[src/source/csr_defines.svh]
// CSR unit constants
// machine and performance counter CSR addresses
// counter bank sizing and reset values of the counter control registers

`ifndef CSR_DEFINES_SVH
`define CSR_DEFINES_SVH

// machine mode CSRs
`define CSR_MSTATUS   12'h300
`define CSR_MISA      12'h301
`define CSR_MEPC      12'h341
`define CSR_MCAUSE    12'h342
`define CSR_MIMPID    12'hF13
`define CSR_MHARTID   12'hF14

// performance counter CSRs
`define CSR_PCER      12'h7A0   // event enable
`define CSR_PCMR      12'h7A1   // mode: saturate and enable
`define CSR_PCCR_BASE 12'h780   // counters sit at 780..79E
`define CSR_PCCR_ALL  12'h79F   // write hits every counter

// counter bank size
`define N_INT_CNT     11        // cycle plus 10 core events
`define N_EXT_CNT     2
`define N_PERF_CNT    (`N_INT_CNT + `N_EXT_CNT)

// PCMR after reset, bit 1 saturate and bit 0 enable
`define PCMR_RST      2'b11

`endif
[src/source/csr_pkg.sv]
// CSR unit types
// data widths, op and state encodings and the bundles
// passed between decode, the machine CSRs, the counters and trap control

package csr_pkg;

  typedef logic [11:0] csr_addr_t;   // CSR address
  typedef logic [31:0] csr_data_t;   // data, pc and counter values
  typedef logic [5:0]  exc_cause_t;  // [5] irq flag, [4:0] code

  // CSR access op, same coding as the core decoder
  typedef enum logic [1:0] {
    CSR_OP_NONE  = 2'b00,
    CSR_OP_WRITE = 2'b01,
    CSR_OP_SET   = 2'b10,
    CSR_OP_CLEAR = 2'b11
  } csr_op_e;

  // register-like CSR request port, 47 bits
  typedef struct packed {
    logic      access;
    csr_op_e   op;
    csr_addr_t addr;
    csr_data_t wdata;
  } csr_req_t;

  // write strobes from decode, 12 bits
  typedef struct packed {
    logic       mstatus;
    logic       mepc;
    logic       mcause;
    logic       pcer;
    logic       pcmr;
    logic       pccr;      // single counter at pccr_idx
    logic       pccr_all;  // all counters
    logic [4:0] pccr_idx;
  } csr_sel_t;

  // core event strobes, counter 1 upward in this order
  typedef struct packed {
    logic instr;
    logic compressed;
    logic ld_stall;
    logic jr_stall;
    logic imiss;
    logic load;
    logic store;
    logic jump;
    logic branch;
    logic branch_taken;
  } perf_evt_t;

  // trap entry save bundle, 39 bits
  typedef struct packed {
    logic       save;
    csr_data_t  pc;
    exc_cause_t cause;
  } trap_save_t;

  typedef enum logic {
    TRAP_RUN,
    TRAP_HANDLER
  } trap_state_e;

endpackage

[src/source/csr_unit.sv]
// machine mode CSR unit top
// CSR request port, machine CSRs, trap sequencing and
// the performance counter bank of a small RV32 core

`timescale 1ns/100ps

`include "csr_defines.svh"

module csr_unit (
  input  logic                  clk,
  input  logic                  rst_n,
  // CSR port
  input  csr_pkg::csr_req_t     csr_req_i,
  output csr_pkg::csr_data_t    csr_rdata_o,
  input  logic [9:0]            hart_id_i,
  // traps
  input  logic                  exc_req_i,
  input  csr_pkg::csr_data_t    exc_pc_i,
  input  csr_pkg::exc_cause_t   exc_cause_i,
  input  logic                  irq_i,
  input  logic [4:0]            irq_id_i,
  input  csr_pkg::csr_data_t    irq_pc_i,
  input  logic                  mret_i,
  output logic                  irq_enable_o,
  output csr_pkg::csr_data_t    mepc_o,
  output logic                  trap_o,
  output logic                  in_handler_o,
  // counter events
  input  csr_pkg::perf_evt_t    perf_evt_i,
  input  logic [`N_EXT_CNT-1:0] ext_evt_i
);

  import csr_pkg::*;

  csr_sel_t   sel;
  csr_data_t  wdata_int;    // op combined write value
  csr_data_t  mach_rdata;
  csr_data_t  perf_rdata;
  trap_save_t save;
  logic       restore;
  logic       mie;

  csr_decode i_csr_decode (
    .clk          (clk),
    .rst_n        (rst_n),
    .csr_req_i    (csr_req_i),
    .mach_rdata_i (mach_rdata),
    .perf_rdata_i (perf_rdata),
    .sel_o        (sel),
    .wdata_o      (wdata_int),
    .csr_rdata_o  (csr_rdata_o)
  );

  machine_csrs i_machine_csrs (
    .clk         (clk),
    .rst_n       (rst_n),
    .sel_i       (sel),
    .wdata_i     (wdata_int),
    .hart_id_i   (hart_id_i),
    .read_addr_i (csr_req_i.addr),
    .save_i      (save),
    .restore_i   (restore),
    .rdata_o     (mach_rdata),
    .mie_o       (mie),
    .mepc_o      (mepc_o)
  );

  perf_counters i_perf_counters (
    .clk        (clk),
    .rst_n      (rst_n),
    .sel_i      (sel),
    .wdata_i    (wdata_int),
    .perf_evt_i (perf_evt_i),
    .ext_evt_i  (ext_evt_i),
    .rdata_o    (perf_rdata)
  );

  trap_ctrl i_trap_ctrl (
    .clk          (clk),
    .rst_n        (rst_n),
    .exc_req_i    (exc_req_i),
    .exc_pc_i     (exc_pc_i),
    .exc_cause_i  (exc_cause_i),
    .irq_i        (irq_i),
    .irq_id_i     (irq_id_i),
    .irq_pc_i     (irq_pc_i),
    .mie_i        (mie),
    .mret_i       (mret_i),
    .save_o       (save),
    .restore_o    (restore),
    .trap_o       (trap_o),
    .in_handler_o (in_handler_o)
  );

  assign irq_enable_o = mie;

endmodule

[src/source/trap_ctrl.sv]
// trap controller
// exception over interrupt arbitration, save strobe on entry,
// restore strobe on mret, tracks run / handler state

`timescale 1ns/100ps

module trap_ctrl (
  input  logic                 clk,
  input  logic                 rst_n,
  input  logic                 exc_req_i,    // pulse
  input  csr_pkg::csr_data_t   exc_pc_i,
  input  csr_pkg::exc_cause_t  exc_cause_i,
  input  logic                 irq_i,        // level
  input  logic [4:0]           irq_id_i,
  input  csr_pkg::csr_data_t   irq_pc_i,
  input  logic                 mie_i,
  input  logic                 mret_i,
  output csr_pkg::trap_save_t  save_o,
  output logic                 restore_o,
  output logic                 trap_o,
  output logic                 in_handler_o
);

  import csr_pkg::*;

  trap_state_e state_q, state_n;
  logic        take_irq;

  // irq only when enabled and no exception this cycle
  assign take_irq = irq_i && mie_i && !exc_req_i;
  assign trap_o   = exc_req_i || take_irq;

  always_comb
  begin
    save_o.save  = trap_o;
    save_o.pc    = exc_req_i ? exc_pc_i : irq_pc_i;
    save_o.cause = exc_req_i ? exc_cause_i : {1'b1, irq_id_i};
  end

  assign restore_o    = mret_i && (state_q == TRAP_HANDLER);
  assign in_handler_o = (state_q == TRAP_HANDLER);

  //////////////////////////////
  // state machine
  //////////////////////////////

  always_comb
  begin
    state_n = state_q;
    if (trap_o)
      state_n = TRAP_HANDLER;  // nested trap stays here
    else if (restore_o)
      state_n = TRAP_RUN;
  end

  always_ff @(posedge clk or negedge rst_n)
  begin
    if (!rst_n)
      state_q <= TRAP_RUN;
    else
      state_q <= state_n;
  end

  a_mret_in_handler : assert property (@(posedge clk) disable iff (!rst_n)
    mret_i |-> state_q == TRAP_HANDLER);
  a_no_save_restore : assert property (@(posedge clk) disable iff (!rst_n)
    !(save_o.save && restore_o));
  a_exc_not_mret : assert property (@(posedge clk) disable iff (!rst_n)
    !(exc_req_i && mret_i));

endmodule

[src/source/perf_counters.sv]
// performance counter bank
// one 32 bit counter per event with PCER enable mask and PCMR
// global enable / saturate, increments registered one cycle
// ahead of the add, CSR writes win over the increment

`timescale 1ns/100ps

`include "csr_defines.svh"

module perf_counters (
  input  logic                  clk,
  input  logic                  rst_n,
  input  csr_pkg::csr_sel_t     sel_i,
  input  csr_pkg::csr_data_t    wdata_i,
  input  csr_pkg::perf_evt_t    perf_evt_i,
  input  logic [`N_EXT_CNT-1:0] ext_evt_i,
  output csr_pkg::csr_data_t    rdata_o
);

  import csr_pkg::*;

  localparam int n_cnt = `N_PERF_CNT;

  logic [n_cnt-1:0] cnt_in;          // raw event per counter
  logic [n_cnt-1:0] inc, inc_q;      // gated event, registered
  logic [n_cnt-1:0] pcer_q, pcer_n;  // per counter enable
  logic [1:0]       pcmr_q, pcmr_n;  // [1] saturate, [0] enable

  csr_data_t [n_cnt-1:0] cnt_q, cnt_n;

  //////////////////////////////
  // event mapping
  //////////////////////////////

  assign cnt_in[0]  = 1'b1;                      // cycles
  assign cnt_in[1]  = perf_evt_i.instr;
  assign cnt_in[2]  = perf_evt_i.compressed;
  assign cnt_in[3]  = perf_evt_i.ld_stall;
  assign cnt_in[4]  = perf_evt_i.jr_stall;
  assign cnt_in[5]  = perf_evt_i.imiss;
  assign cnt_in[6]  = perf_evt_i.load;
  assign cnt_in[7]  = perf_evt_i.store;
  assign cnt_in[8]  = perf_evt_i.jump;
  assign cnt_in[9]  = perf_evt_i.branch;
  assign cnt_in[10] = perf_evt_i.branch_taken;

  for (genvar g = 0; g < `N_EXT_CNT; g++)
  begin : g_ext_evt
    assign cnt_in[`N_INT_CNT + g] = ext_evt_i[g];  // external events last
  end

  assign inc = cnt_in & pcer_q & {n_cnt{pcmr_q[0]}};

  //////////////////////////////
  // counter and control update
  //////////////////////////////

  always_comb
  begin
    for (int i = 0; i < n_cnt; i++)
    begin
      cnt_n[i] = cnt_q[i];
      // add last cycle's event unless pinned at all ones
      if (inc_q[i] && ((cnt_q[i] != '1) || !pcmr_q[1]))
        cnt_n[i] = cnt_q[i] + 32'd1;
      if (sel_i.pccr_all || (sel_i.pccr && (sel_i.pccr_idx == 5'(i))))
        cnt_n[i] = wdata_i;  // write beats increment
    end
  end

  always_comb
  begin
    pcer_n = pcer_q;
    pcmr_n = pcmr_q;
    if (sel_i.pcer)
      pcer_n = wdata_i[n_cnt-1:0];
    if (sel_i.pcmr)
      pcmr_n = wdata_i[1:0];
  end

  always_ff @(posedge clk or negedge rst_n)
  begin
    if (!rst_n)
    begin
      cnt_q  <= '0;
      inc_q  <= '0;
      pcer_q <= '0;
      pcmr_q <= `PCMR_RST;
    end
    else
    begin
      cnt_q  <= cnt_n;
      inc_q  <= inc;
      pcer_q <= pcer_n;
      pcmr_q <= pcmr_n;
    end
  end

  // read side, out of range index and 79F read zero
  always_comb
  begin
    rdata_o = '0;
    if (sel_i.pcer)
      rdata_o[n_cnt-1:0] = pcer_q;
    else if (sel_i.pcmr)
      rdata_o[1:0] = pcmr_q;
    else if (sel_i.pccr)
    begin
      for (int i = 0; i < n_cnt; i++)
      begin
        if (sel_i.pccr_idx == 5'(i))
          rdata_o = cnt_q[i];
      end
    end
  end

endmodule

[src/source/machine_csrs.sv]
// machine mode CSRs
// mstatus (MIE, MPIE), mepc and mcause with CSR writes,
// trap save and mret restore, plus the read-only id registers

`timescale 1ns/100ps

`include "csr_defines.svh"

module machine_csrs (
  input  logic                 clk,
  input  logic                 rst_n,
  input  csr_pkg::csr_sel_t    sel_i,
  input  csr_pkg::csr_data_t   wdata_i,
  input  logic [9:0]           hart_id_i,    // cluster id, core id
  input  csr_pkg::csr_addr_t   read_addr_i,
  input  csr_pkg::trap_save_t  save_i,
  input  logic                 restore_i,
  output csr_pkg::csr_data_t   rdata_o,
  output logic                 mie_o,
  output csr_pkg::csr_data_t   mepc_o
);

  import csr_pkg::*;

  logic       mie_q, mie_n;     // global irq enable
  logic       mpie_q, mpie_n;   // MIE before trap
  csr_data_t  mepc_q, mepc_n;
  exc_cause_t mcause_q, mcause_n;

  //////////////////////////////
  // next state
  //////////////////////////////

  always_comb
  begin
    mie_n    = mie_q;
    mpie_n   = mpie_q;
    mepc_n   = mepc_q;
    mcause_n = mcause_q;

    // software writes first, trap control overrides below
    if (sel_i.mstatus)
    begin
      mie_n  = wdata_i[3];
      mpie_n = wdata_i[7];
    end
    if (sel_i.mepc)
      mepc_n = wdata_i;
    if (sel_i.mcause)
      mcause_n = {wdata_i[31], wdata_i[4:0]};

    if (save_i.save)
    begin
      mepc_n   = save_i.pc;
      mcause_n = save_i.cause;
      mpie_n   = mie_q;     // stack the enable
      mie_n    = 1'b0;      // irqs off in handler
    end
    else if (restore_i)
    begin
      mie_n = mpie_q;       // mret pops it back
    end
  end

  always_ff @(posedge clk or negedge rst_n)
  begin
    if (!rst_n)
    begin
      mie_q    <= 1'b0;
      mpie_q   <= 1'b0;
      mepc_q   <= '0;
      mcause_q <= '0;
    end
    else
    begin
      mie_q    <= mie_n;
      mpie_q   <= mpie_n;
      mepc_q   <= mepc_n;
      mcause_q <= mcause_n;
    end
  end

  //////////////////////////////
  // read mux
  //////////////////////////////

  always_comb
  begin
    case (read_addr_i)
      `CSR_MSTATUS: rdata_o = {24'b0, mpie_q, 3'b0, mie_q, 3'b0};
      `CSR_MEPC:    rdata_o = mepc_q;
      `CSR_MCAUSE:  rdata_o = {mcause_q[5], 26'b0, mcause_q[4:0]};
      `CSR_MHARTID: rdata_o = {22'b0, hart_id_i};
      `CSR_MISA:    rdata_o = '0;   // not reported
      `CSR_MIMPID:  rdata_o = '0;   // no impl id
      default:      rdata_o = '0;   // unknown reads as zero
    endcase
  end

  assign mie_o  = mie_q;
  assign mepc_o = mepc_q;

endmodule

[src/source/csr_decode.sv]
// CSR address decode
// turns the request into one-hot write strobes, forms the
// set/clear/write value against the current read data and
// picks the read data of the machine block or the counter bank

`timescale 1ns/100ps

`include "csr_defines.svh"

module csr_decode (
  input  logic               clk,
  input  logic               rst_n,
  input  csr_pkg::csr_req_t  csr_req_i,
  input  csr_pkg::csr_data_t mach_rdata_i,
  input  csr_pkg::csr_data_t perf_rdata_i,
  output csr_pkg::csr_sel_t  sel_o,
  output csr_pkg::csr_data_t wdata_o,
  output csr_pkg::csr_data_t csr_rdata_o
);

  import csr_pkg::*;

  localparam csr_addr_t pccr_base = `CSR_PCCR_BASE;

  logic access_op;  // access with a real op
  logic perf_hit;   // any counter bank select

  assign access_op = csr_req_i.access && (csr_req_i.op != CSR_OP_NONE);

  //////////////////////////////
  // address match
  //////////////////////////////

  always_comb
  begin
    sel_o = '0;
    if (access_op)
    begin
      case (csr_req_i.addr)
        `CSR_MSTATUS:  sel_o.mstatus  = 1'b1;
        `CSR_MEPC:     sel_o.mepc     = 1'b1;
        `CSR_MCAUSE:   sel_o.mcause   = 1'b1;
        `CSR_PCER:     sel_o.pcer     = 1'b1;
        `CSR_PCMR:     sel_o.pcmr     = 1'b1;
        `CSR_PCCR_ALL: sel_o.pccr_all = 1'b1;
        default:
        begin
          // 780..79E, 79F already caught above
          if (csr_req_i.addr[11:5] == pccr_base[11:5])
          begin
            sel_o.pccr     = 1'b1;
            sel_o.pccr_idx = csr_req_i.addr[4:0];
          end
        end
      endcase
    end
  end

  //////////////////////////////
  // read mux and op combine
  //////////////////////////////

  assign perf_hit = sel_o.pcer | sel_o.pcmr | sel_o.pccr | sel_o.pccr_all;

  always_comb
  begin
    if (!csr_req_i.access)
      csr_rdata_o = '0;            // idle port reads zero
    else if (perf_hit)
      csr_rdata_o = perf_rdata_i;  // counter bank over machine
    else
      csr_rdata_o = mach_rdata_i;
  end

  always_comb
  begin
    unique case (csr_req_i.op)
      CSR_OP_WRITE: wdata_o = csr_req_i.wdata;
      CSR_OP_SET:   wdata_o = csr_req_i.wdata | csr_rdata_o;
      CSR_OP_CLEAR: wdata_o = ~csr_req_i.wdata & csr_rdata_o;
      CSR_OP_NONE:  wdata_o = csr_req_i.wdata;  // no strobe anyway
    endcase
  end

  // only one register written per access
  a_sel_onehot : assert property (@(posedge clk) disable iff (!rst_n)
    $onehot0({sel_o.mstatus, sel_o.mepc, sel_o.mcause, sel_o.pcer,
              sel_o.pcmr, sel_o.pccr, sel_o.pccr_all}));

endmodule

[config.mk]
export PLATFORM = sky130hd
export DESIGN_NAME = csr_unit
export DESIGN_NICKNAME = d
export VERILOG_FILES = /design/src/source/csr_pkg.sv /design/src/source/csr_unit.sv /design/src/source/trap_ctrl.sv /design/src/source/perf_counters.sv /design/src/source/machine_csrs.sv /design/src/source/csr_decode.sv
export VERILOG_INCLUDE_DIRS = /design/src /design/src/source
export SDC_FILE = /design/constraint.sdc
export NUM_CORES = 2
export LEC_CHECK = 0
export ABC_AREA = 1
export BUFFER_PORTS_ARGS = -buffer_cell sky130_fd_sc_hd__buf_4
export CORE_MARGIN = 1
export CORE_UTILIZATION = 39
export DETAILED_ROUTE_END_ITERATION = 10
export HOLD_SLACK_MARGIN = 0.06
export PLACE_DENSITY = 0.63
export SKIP_CTS_REPAIR_TIMING = 1
export SLEW_MARGIN = 10
export SYNTH_ARGS = -nofsm -noshare
export SYNTH_HDL_FRONTEND = slang
export SYNTH_SLANG_ARGS = --single-unit
[constraint.sdc]
create_clock -name clk -period 4.5 [get_ports clk]
set_clock_uncertainty 0.15 [all_clocks]
set_input_delay 0.225 -clock clk [delete_from_list [all_inputs] [get_ports clk]]
set_output_delay 0.225 -clock clk [all_outputs]
set_load 0.02 [all_outputs]
### Word-level counts from Yosys, hierarchy flattened

Cells that the tools add are included.

* output and inout bits: 67
* word-level logic and storage cells: 232
* input port bits: 149
* flip-flop bits (word level): 485

* reductions and logical operators: 82
* add/sub/neg operators: 13
* bitwise logic cells: 8
* mux-type cells: 72
* equality and inequality tests: 36

Operators with widths (count)
* 32-bit two-way mux: 45
* 32-bit by 1-bit adder with 32-bit output, second input constant: 13
* 32-bit inequality test, second input constant: 13
* 32-bit case mux with 4 select lines: 1
* 32-bit case mux with 3 select lines: 1
* 12-bit by 10-bit == test with 1-bit output, second input constant: 3
* 12-bit by 11-bit == test with 1-bit output, second input constant: 3
* 2-bit nonzero test: 18
* 32-bit bitwise AND: 1
* 32-bit inverter: 1
* 32-bit OR: 1
* 1-bit logical AND: 30
* 30-bit two-way mux: 1
* 1-bit logical OR: 27
* 13-bit bitwise AND: 2
* 5-bit by 4-bit == test with 1-bit output, second input constant: 5
* 5-bit by 3-bit == test with 1-bit output, second input constant: 4
* 19-bit two-way mux: 1
* 6-bit two-way mux: 3
* 1-bit two-way mux: 15
* 13-bit two-way mux: 1
* 12-bit == test, second input constant: 1
* 12-bit two-way mux: 1
* 5-bit by 2-bit == test with 1-bit output, second input constant: 2
* other kinds (13): 18

### Depth between registers and ports, before layout

* word-level depth: 28
* mapped depth: 24
* gate-level depth less buffers: 22

### Modules after synthesis

Synthesis repeated with hierarchy kept, for this count alone.

* cell total of the unflattened synthesis: 5276
* area, all modules: 35963.2 um^2

By module, submodules not included
* perf_counters: times used 1, seq. area each 11113.2 um^2, cells an instance 4456, area each 31285.0 um^2
* machine_csrs: times used 1, seq. area each 1001.0 um^2, cells an instance 313, area each 2301.0 um^2
* csr_decode: times used 1, seq. area each 0.0 um^2, cells an instance 377, area each 1811.7 um^2
* trap_ctrl: times used 1, seq. area each 25.0 um^2, cells an instance 130, area each 565.5 um^2

### Worst setup path before layout

Ideal clock, no wire load.

* kind: reg2reg
* from: register i_perf_counters.cnt_q[256] in the netlist's numbering
* to: register i_perf_counters.cnt_q[278] in the netlist's numbering
* stages on the path, launching flop included: 18
* buffers on the path: 1
* arrival time: 2475 ps
* setup time: 117 ps
* period minus slack after synthesis: 2742 ps
* setup slack: 1758 ps
* path through: dfrtp_1 > ha_1 > nand3_1 > nor3_2 > nand3_2 > nor2_4 > nand2_2 > nor4_4 > nand2_2 > nor2_2 > inv_2 > o31ai_4 > inv_4 > clkbuf_1 > nand3_1 > o21ai_1 > inv_1 > nand2_1

* word-level cells in the longest chain between the ends: 4
* elaborated cells on any way between the ends: 7
* those cells by class: 1 x add/sub; 1 x eq/ne; 2 x mux; 3 x reduce/logical

RTL lines
* start, declared: line perf_counters.sv:29 `csr_data_t [n_cnt-1:0] cnt_q, cnt_n;`
* start signal, assigned: line perf_counters.sv:92 `cnt_q <= cnt_n;`
* parallel branches: the longest is 4 deep, another holds 32-bit by 1-bit adder with 32-bit output

Parallel ways; which one is timed is not known. The select of a mux whose other input is x is not followed.
A chain may end at the register's enable or synchronous reset.

### Worst setup path in the final report

* from: input csr_req_i[36] in the netlist's numbering
* to: output csr_rdata_o[11]

* word-level cells in the longest chain between the ends: 23
* elaborated cells on any way between the ends: 50
* those cells by class: 19 x eq/ne; 26 x mux; 3 x bitwise; 2 x reduce/logical

RTL lines
* start, declared: line csr_unit.sv:13 `input csr_pkg::csr_req_t csr_req_i,`
* 12-bit by 10-bit == test with 1-bit output or 12-bit by 11-bit == test with 1-bit output (tied branches): line machine_csrs.sv:89, csr_decode.sv:39
* 6-bit OR reduction (no source line)
* 5-bit two-way mux: line csr_decode.sv:39 `case (csr_req_i.addr)`
* 12-bit two-way mux: line csr_decode.sv:37 `if (access_op)`
* 5-bit logical NOT: line perf_counters.sv:111 `if (sel_i.pccr_idx == 5'(i))`
* 32-bit two-way mux (13 in a row): line perf_counters.sv:111
* 32-bit two-way mux: line perf_counters.sv:107 `else if (sel_i.pccr)`
* 30-bit two-way mux: line perf_counters.sv:105 `else if (sel_i.pcmr)`
* 13-bit two-way mux: line perf_counters.sv:103 `if (sel_i.pcer)`
* 32-bit two-way mux *: line csr_decode.sv:69 `else if (perf_hit)`
* 32-bit two-way mux *: line csr_decode.sv:67 `if (!csr_req_i.access)`
* end, declared: line csr_unit.sv:14 `output csr_pkg::csr_data_t csr_rdata_o,`

Mark *: on every way between the ends. The rest lies on a longest branch, timed or not.

==> impl_metrics.tcl <==
set metrics [dict create \
    hold_depth 7 \
    gp_congestion 1.09 \
    grt_overflow_total 0 \
    finalHoldViolCount 1 \
    yosysWarnings 0 \
    min_path_type "primary input to flip-flop" \
    worstSetupEndpointType "output pin" \
    grt_pass1_wl_mm 272 \
    finalCritPeriodShare 0.950 \
    fmax_mhz 234 \
    ant_nets 0 \
    rsz0062_at_grt "no" \
    wl_mm 191 \
    holdWs_ps -5.18 \
    crit_fanout 19 \
    clock_path_buffers 3 \
    grt_start_max_net_pins 97 \
    avgSynthCellArea_um2 6.40 \
    worstPathArrival_ps 3900 \
    crit_start "csr_req_i[36]" \
    synth_nets 5897 \
    worst_pin_slew_ps 1260 \
    postPlaceCellArea_mm2 0.0408 \
    cts_sinks 485 \
    drive_gt1_frac 0.107 \
    multi_input_area_mm2 0.0211 \
    worstReg2RegStart "i_perf_counters.cnt_q[36]" \
    seq_area_mm2 0.0121 \
    p_per_area_mw_per_mm2 257 \
    p_leak_nw 21.1 \
    drt-initial-drc-count 5937 \
    report.final.slew_viol_count 0 \
    min_period_ps 4270 \
    post_drt_wl_per_cell_um 25.7 \
    drv_cap 0 \
    core.rowCount 112 \
    syn_area_mm2 0.0367 \
    via_per_inst 5.72 \
    relSlewSlack 0.160 \
    synth.distinct_cells 60 \
    ys_seq_elements 485 \
    endpoint "csr_rdata_o[11]" \
    synthArstFlopShare 1.00 \
    synth_top_flop_cell "dfrtp_1" \
    design_area_mm2 0.0443 \
    fin_setup_tns_ps 0 \
    nets 6277 \
    core_area_mm2 0.0933 \
    via_count 42454 \
    clk_latency_ps 650 \
    ys_top_cells_by_area "dfrtp_1 33%, nand2_1 19%, nand3_1 10%, inv_1 6.2%, xor2_1 6.1%" \
    ir_drop_uv 184 \
    synth_top_area_frac 0.329 \
    status "complete, but fails checks" \
    cts_buffers 67 \
    r2r_slack_ps 570 \
    cts_tree "yes" \
    syn_inst 5735 \
    yosys.area.top_type "dfrtp_1" \
    timing_worst_setup_path_type "primary input to output pin" \
    chipWidth_um 309 \
    path_clk_slew_ps 50 \
    yosysMostFrequentCell "nand2_1" \
    worstSetupStartpointType "primary input" \
    dr.pass1.iters 7 \
    place_hpwl_mm 144 \
    synth_common_cells "1892 x nand2_1, 732 x nand3_1, 606 x inv_1" \
    cts-root-buf "clkbuf_16" \
    die-area_mm2 0.0953 \
    antenna_found_initial 6 \
    htree_levels 3 \
    io_buffers 215 \
    grt_pass1_vias 39208 \
    pre_cts_slack_ps -20.3 \
    die_h_um 309 \
    area_growth_pct 20.6 \
    synth_edf_count 0 \
    critPathRequiredTime_ps 4120 \
    violations "hold timing" \
    reg2reg_depth 15 \
    grt.total_usage 0.393 \
    finalWorstSetupSlack_ps 225 \
    reg2reg_to "i_machine_csrs.mepc_o[4]" \
    setup_viol 0 \
    fillCellCount 9771 \
    initial_utilization 0.393 \
    route.detailed.drc 0 \
    ys_seq_area_frac 0.331 \
    ios 216 \
]
==> worst min path at each step <==
| stage | start | end | slack, ps |
|---|---|---|---|
| floorplan | rst_n | i_machine_csrs.mcause_q[0] | -220 |
| detailed placement | rst_n | i_perf_counters.cnt_q[243] | 190 |
| global route | csr_req_i[29] | i_perf_counters.cnt_q[413] | 60 |
| CTS | rst_n | i_perf_counters.cnt_q[249] | -490 |
| global placement | rst_n | i_perf_counters.cnt_q[242] | 190 |
| finish | csr_req_i[39] | i_perf_counters.pcmr_q[1] | -5 |
==> power breakdown <==
| group | internal [mW] | switching [mW] | total [mW] |
|---|---|---|---|
| registers | 4.45 | 0.122 | 4.57 |
| logic | 0.435 | 0.800 | 1.24 |
| clock network | 3.32 | 2.25 | 5.57 |
==> critical path: stages <==
cell and delay (ps):
buf_4 120, inv_2 90, nor2_2 140, nand3_1 100, nand2_1 140, inv_1 90
nand2_2 100, nor2_2 70, buf_4 210, buf_4 180, nand2_1 100, nand3_1 190
nor3_1 550, nand4_1 320, nor2_1 370, nand4_1 270, nand2_1 150, a21oi_1 150
buf_4 170, buf_4 150
==> layout by cell type (no fill, tap or decap), types with 27 or more instances in the layout <==
cell           instances
nand2_1             1891
nand3_1              732
inv_1                604
nor2_1               502
dfrtp_1              483
buf_4                394
xor2_1               256
a21oi_1              174
nor3_1               170
nand4_1              145
dlygate4sd3_1        126
o21ai_0              120
clkbuf_16             69
xnor2_1               64
nor4_1                58
a31oi_1               44
buf_12                30
inv_2                 27
==> flip-flops by register name, indices dropped and copies added (netlist names) <==
| name | count |
|---|---|
| i_perf_counters.cnt_q | 416 |
| i_machine_csrs.mepc_o | 32 |
| i_perf_counters.inc_q | 13 |
| i_perf_counters.pcer_q | 13 |
| i_machine_csrs.mcause_q | 6 |
| i_perf_counters.pcmr_q | 2 |
| i_machine_csrs.mie_o | 1 |
| i_machine_csrs.mpie_q | 1 |
| i_trap_ctrl.in_handler_o | 1 |
==> metal layers <==
layer	GRT usage	share of wire
met1	0.515	0.39
met2	0.596	0.43
met3	0.0694	0.099
met4	0.256	0.076
met5	0	0.000068
==> metrics by stage <==
stage          total power, mW  cells   util
5_1_grt                   11.6   7419  0.474
3_3_place_gp              5.72   7174  0.437
4_1_cts                   11.3   7292  0.461
2_1_floorplan             4.99   5735      -
6_report                  11.4   7419  0.474
3_5_place_dp              5.73   7174  0.437
==> cell families (layout without fill, tap and decap cells) <==
family                   after synthesis  after routing  share of synthesized area
flip-flops                           485            485                      0.331
adder cells (fa/ha/maj)               13             13                    0.00443
XOR/XNOR                             320            320                     0.0764
buffers and inverters                880           1309                     0.0951
AND/OR/NAND/NOR                     3614           3614                      0.428
other                                  0              1                          0
AO/OA/AOI/OAI                        423            423                     0.0651
==> final cells by class <==
class	count	area share
multi-input combinational	4370	0.477
sequential	485	0.274
timing repair buffer	551	0.109
inverter	640	0.0543
clock buffer	97	0.0445
tap	1254	0.0354
clock inverter	21	0.00554
antenna	1	0.0000565
(Power assumes the default switching activity.)
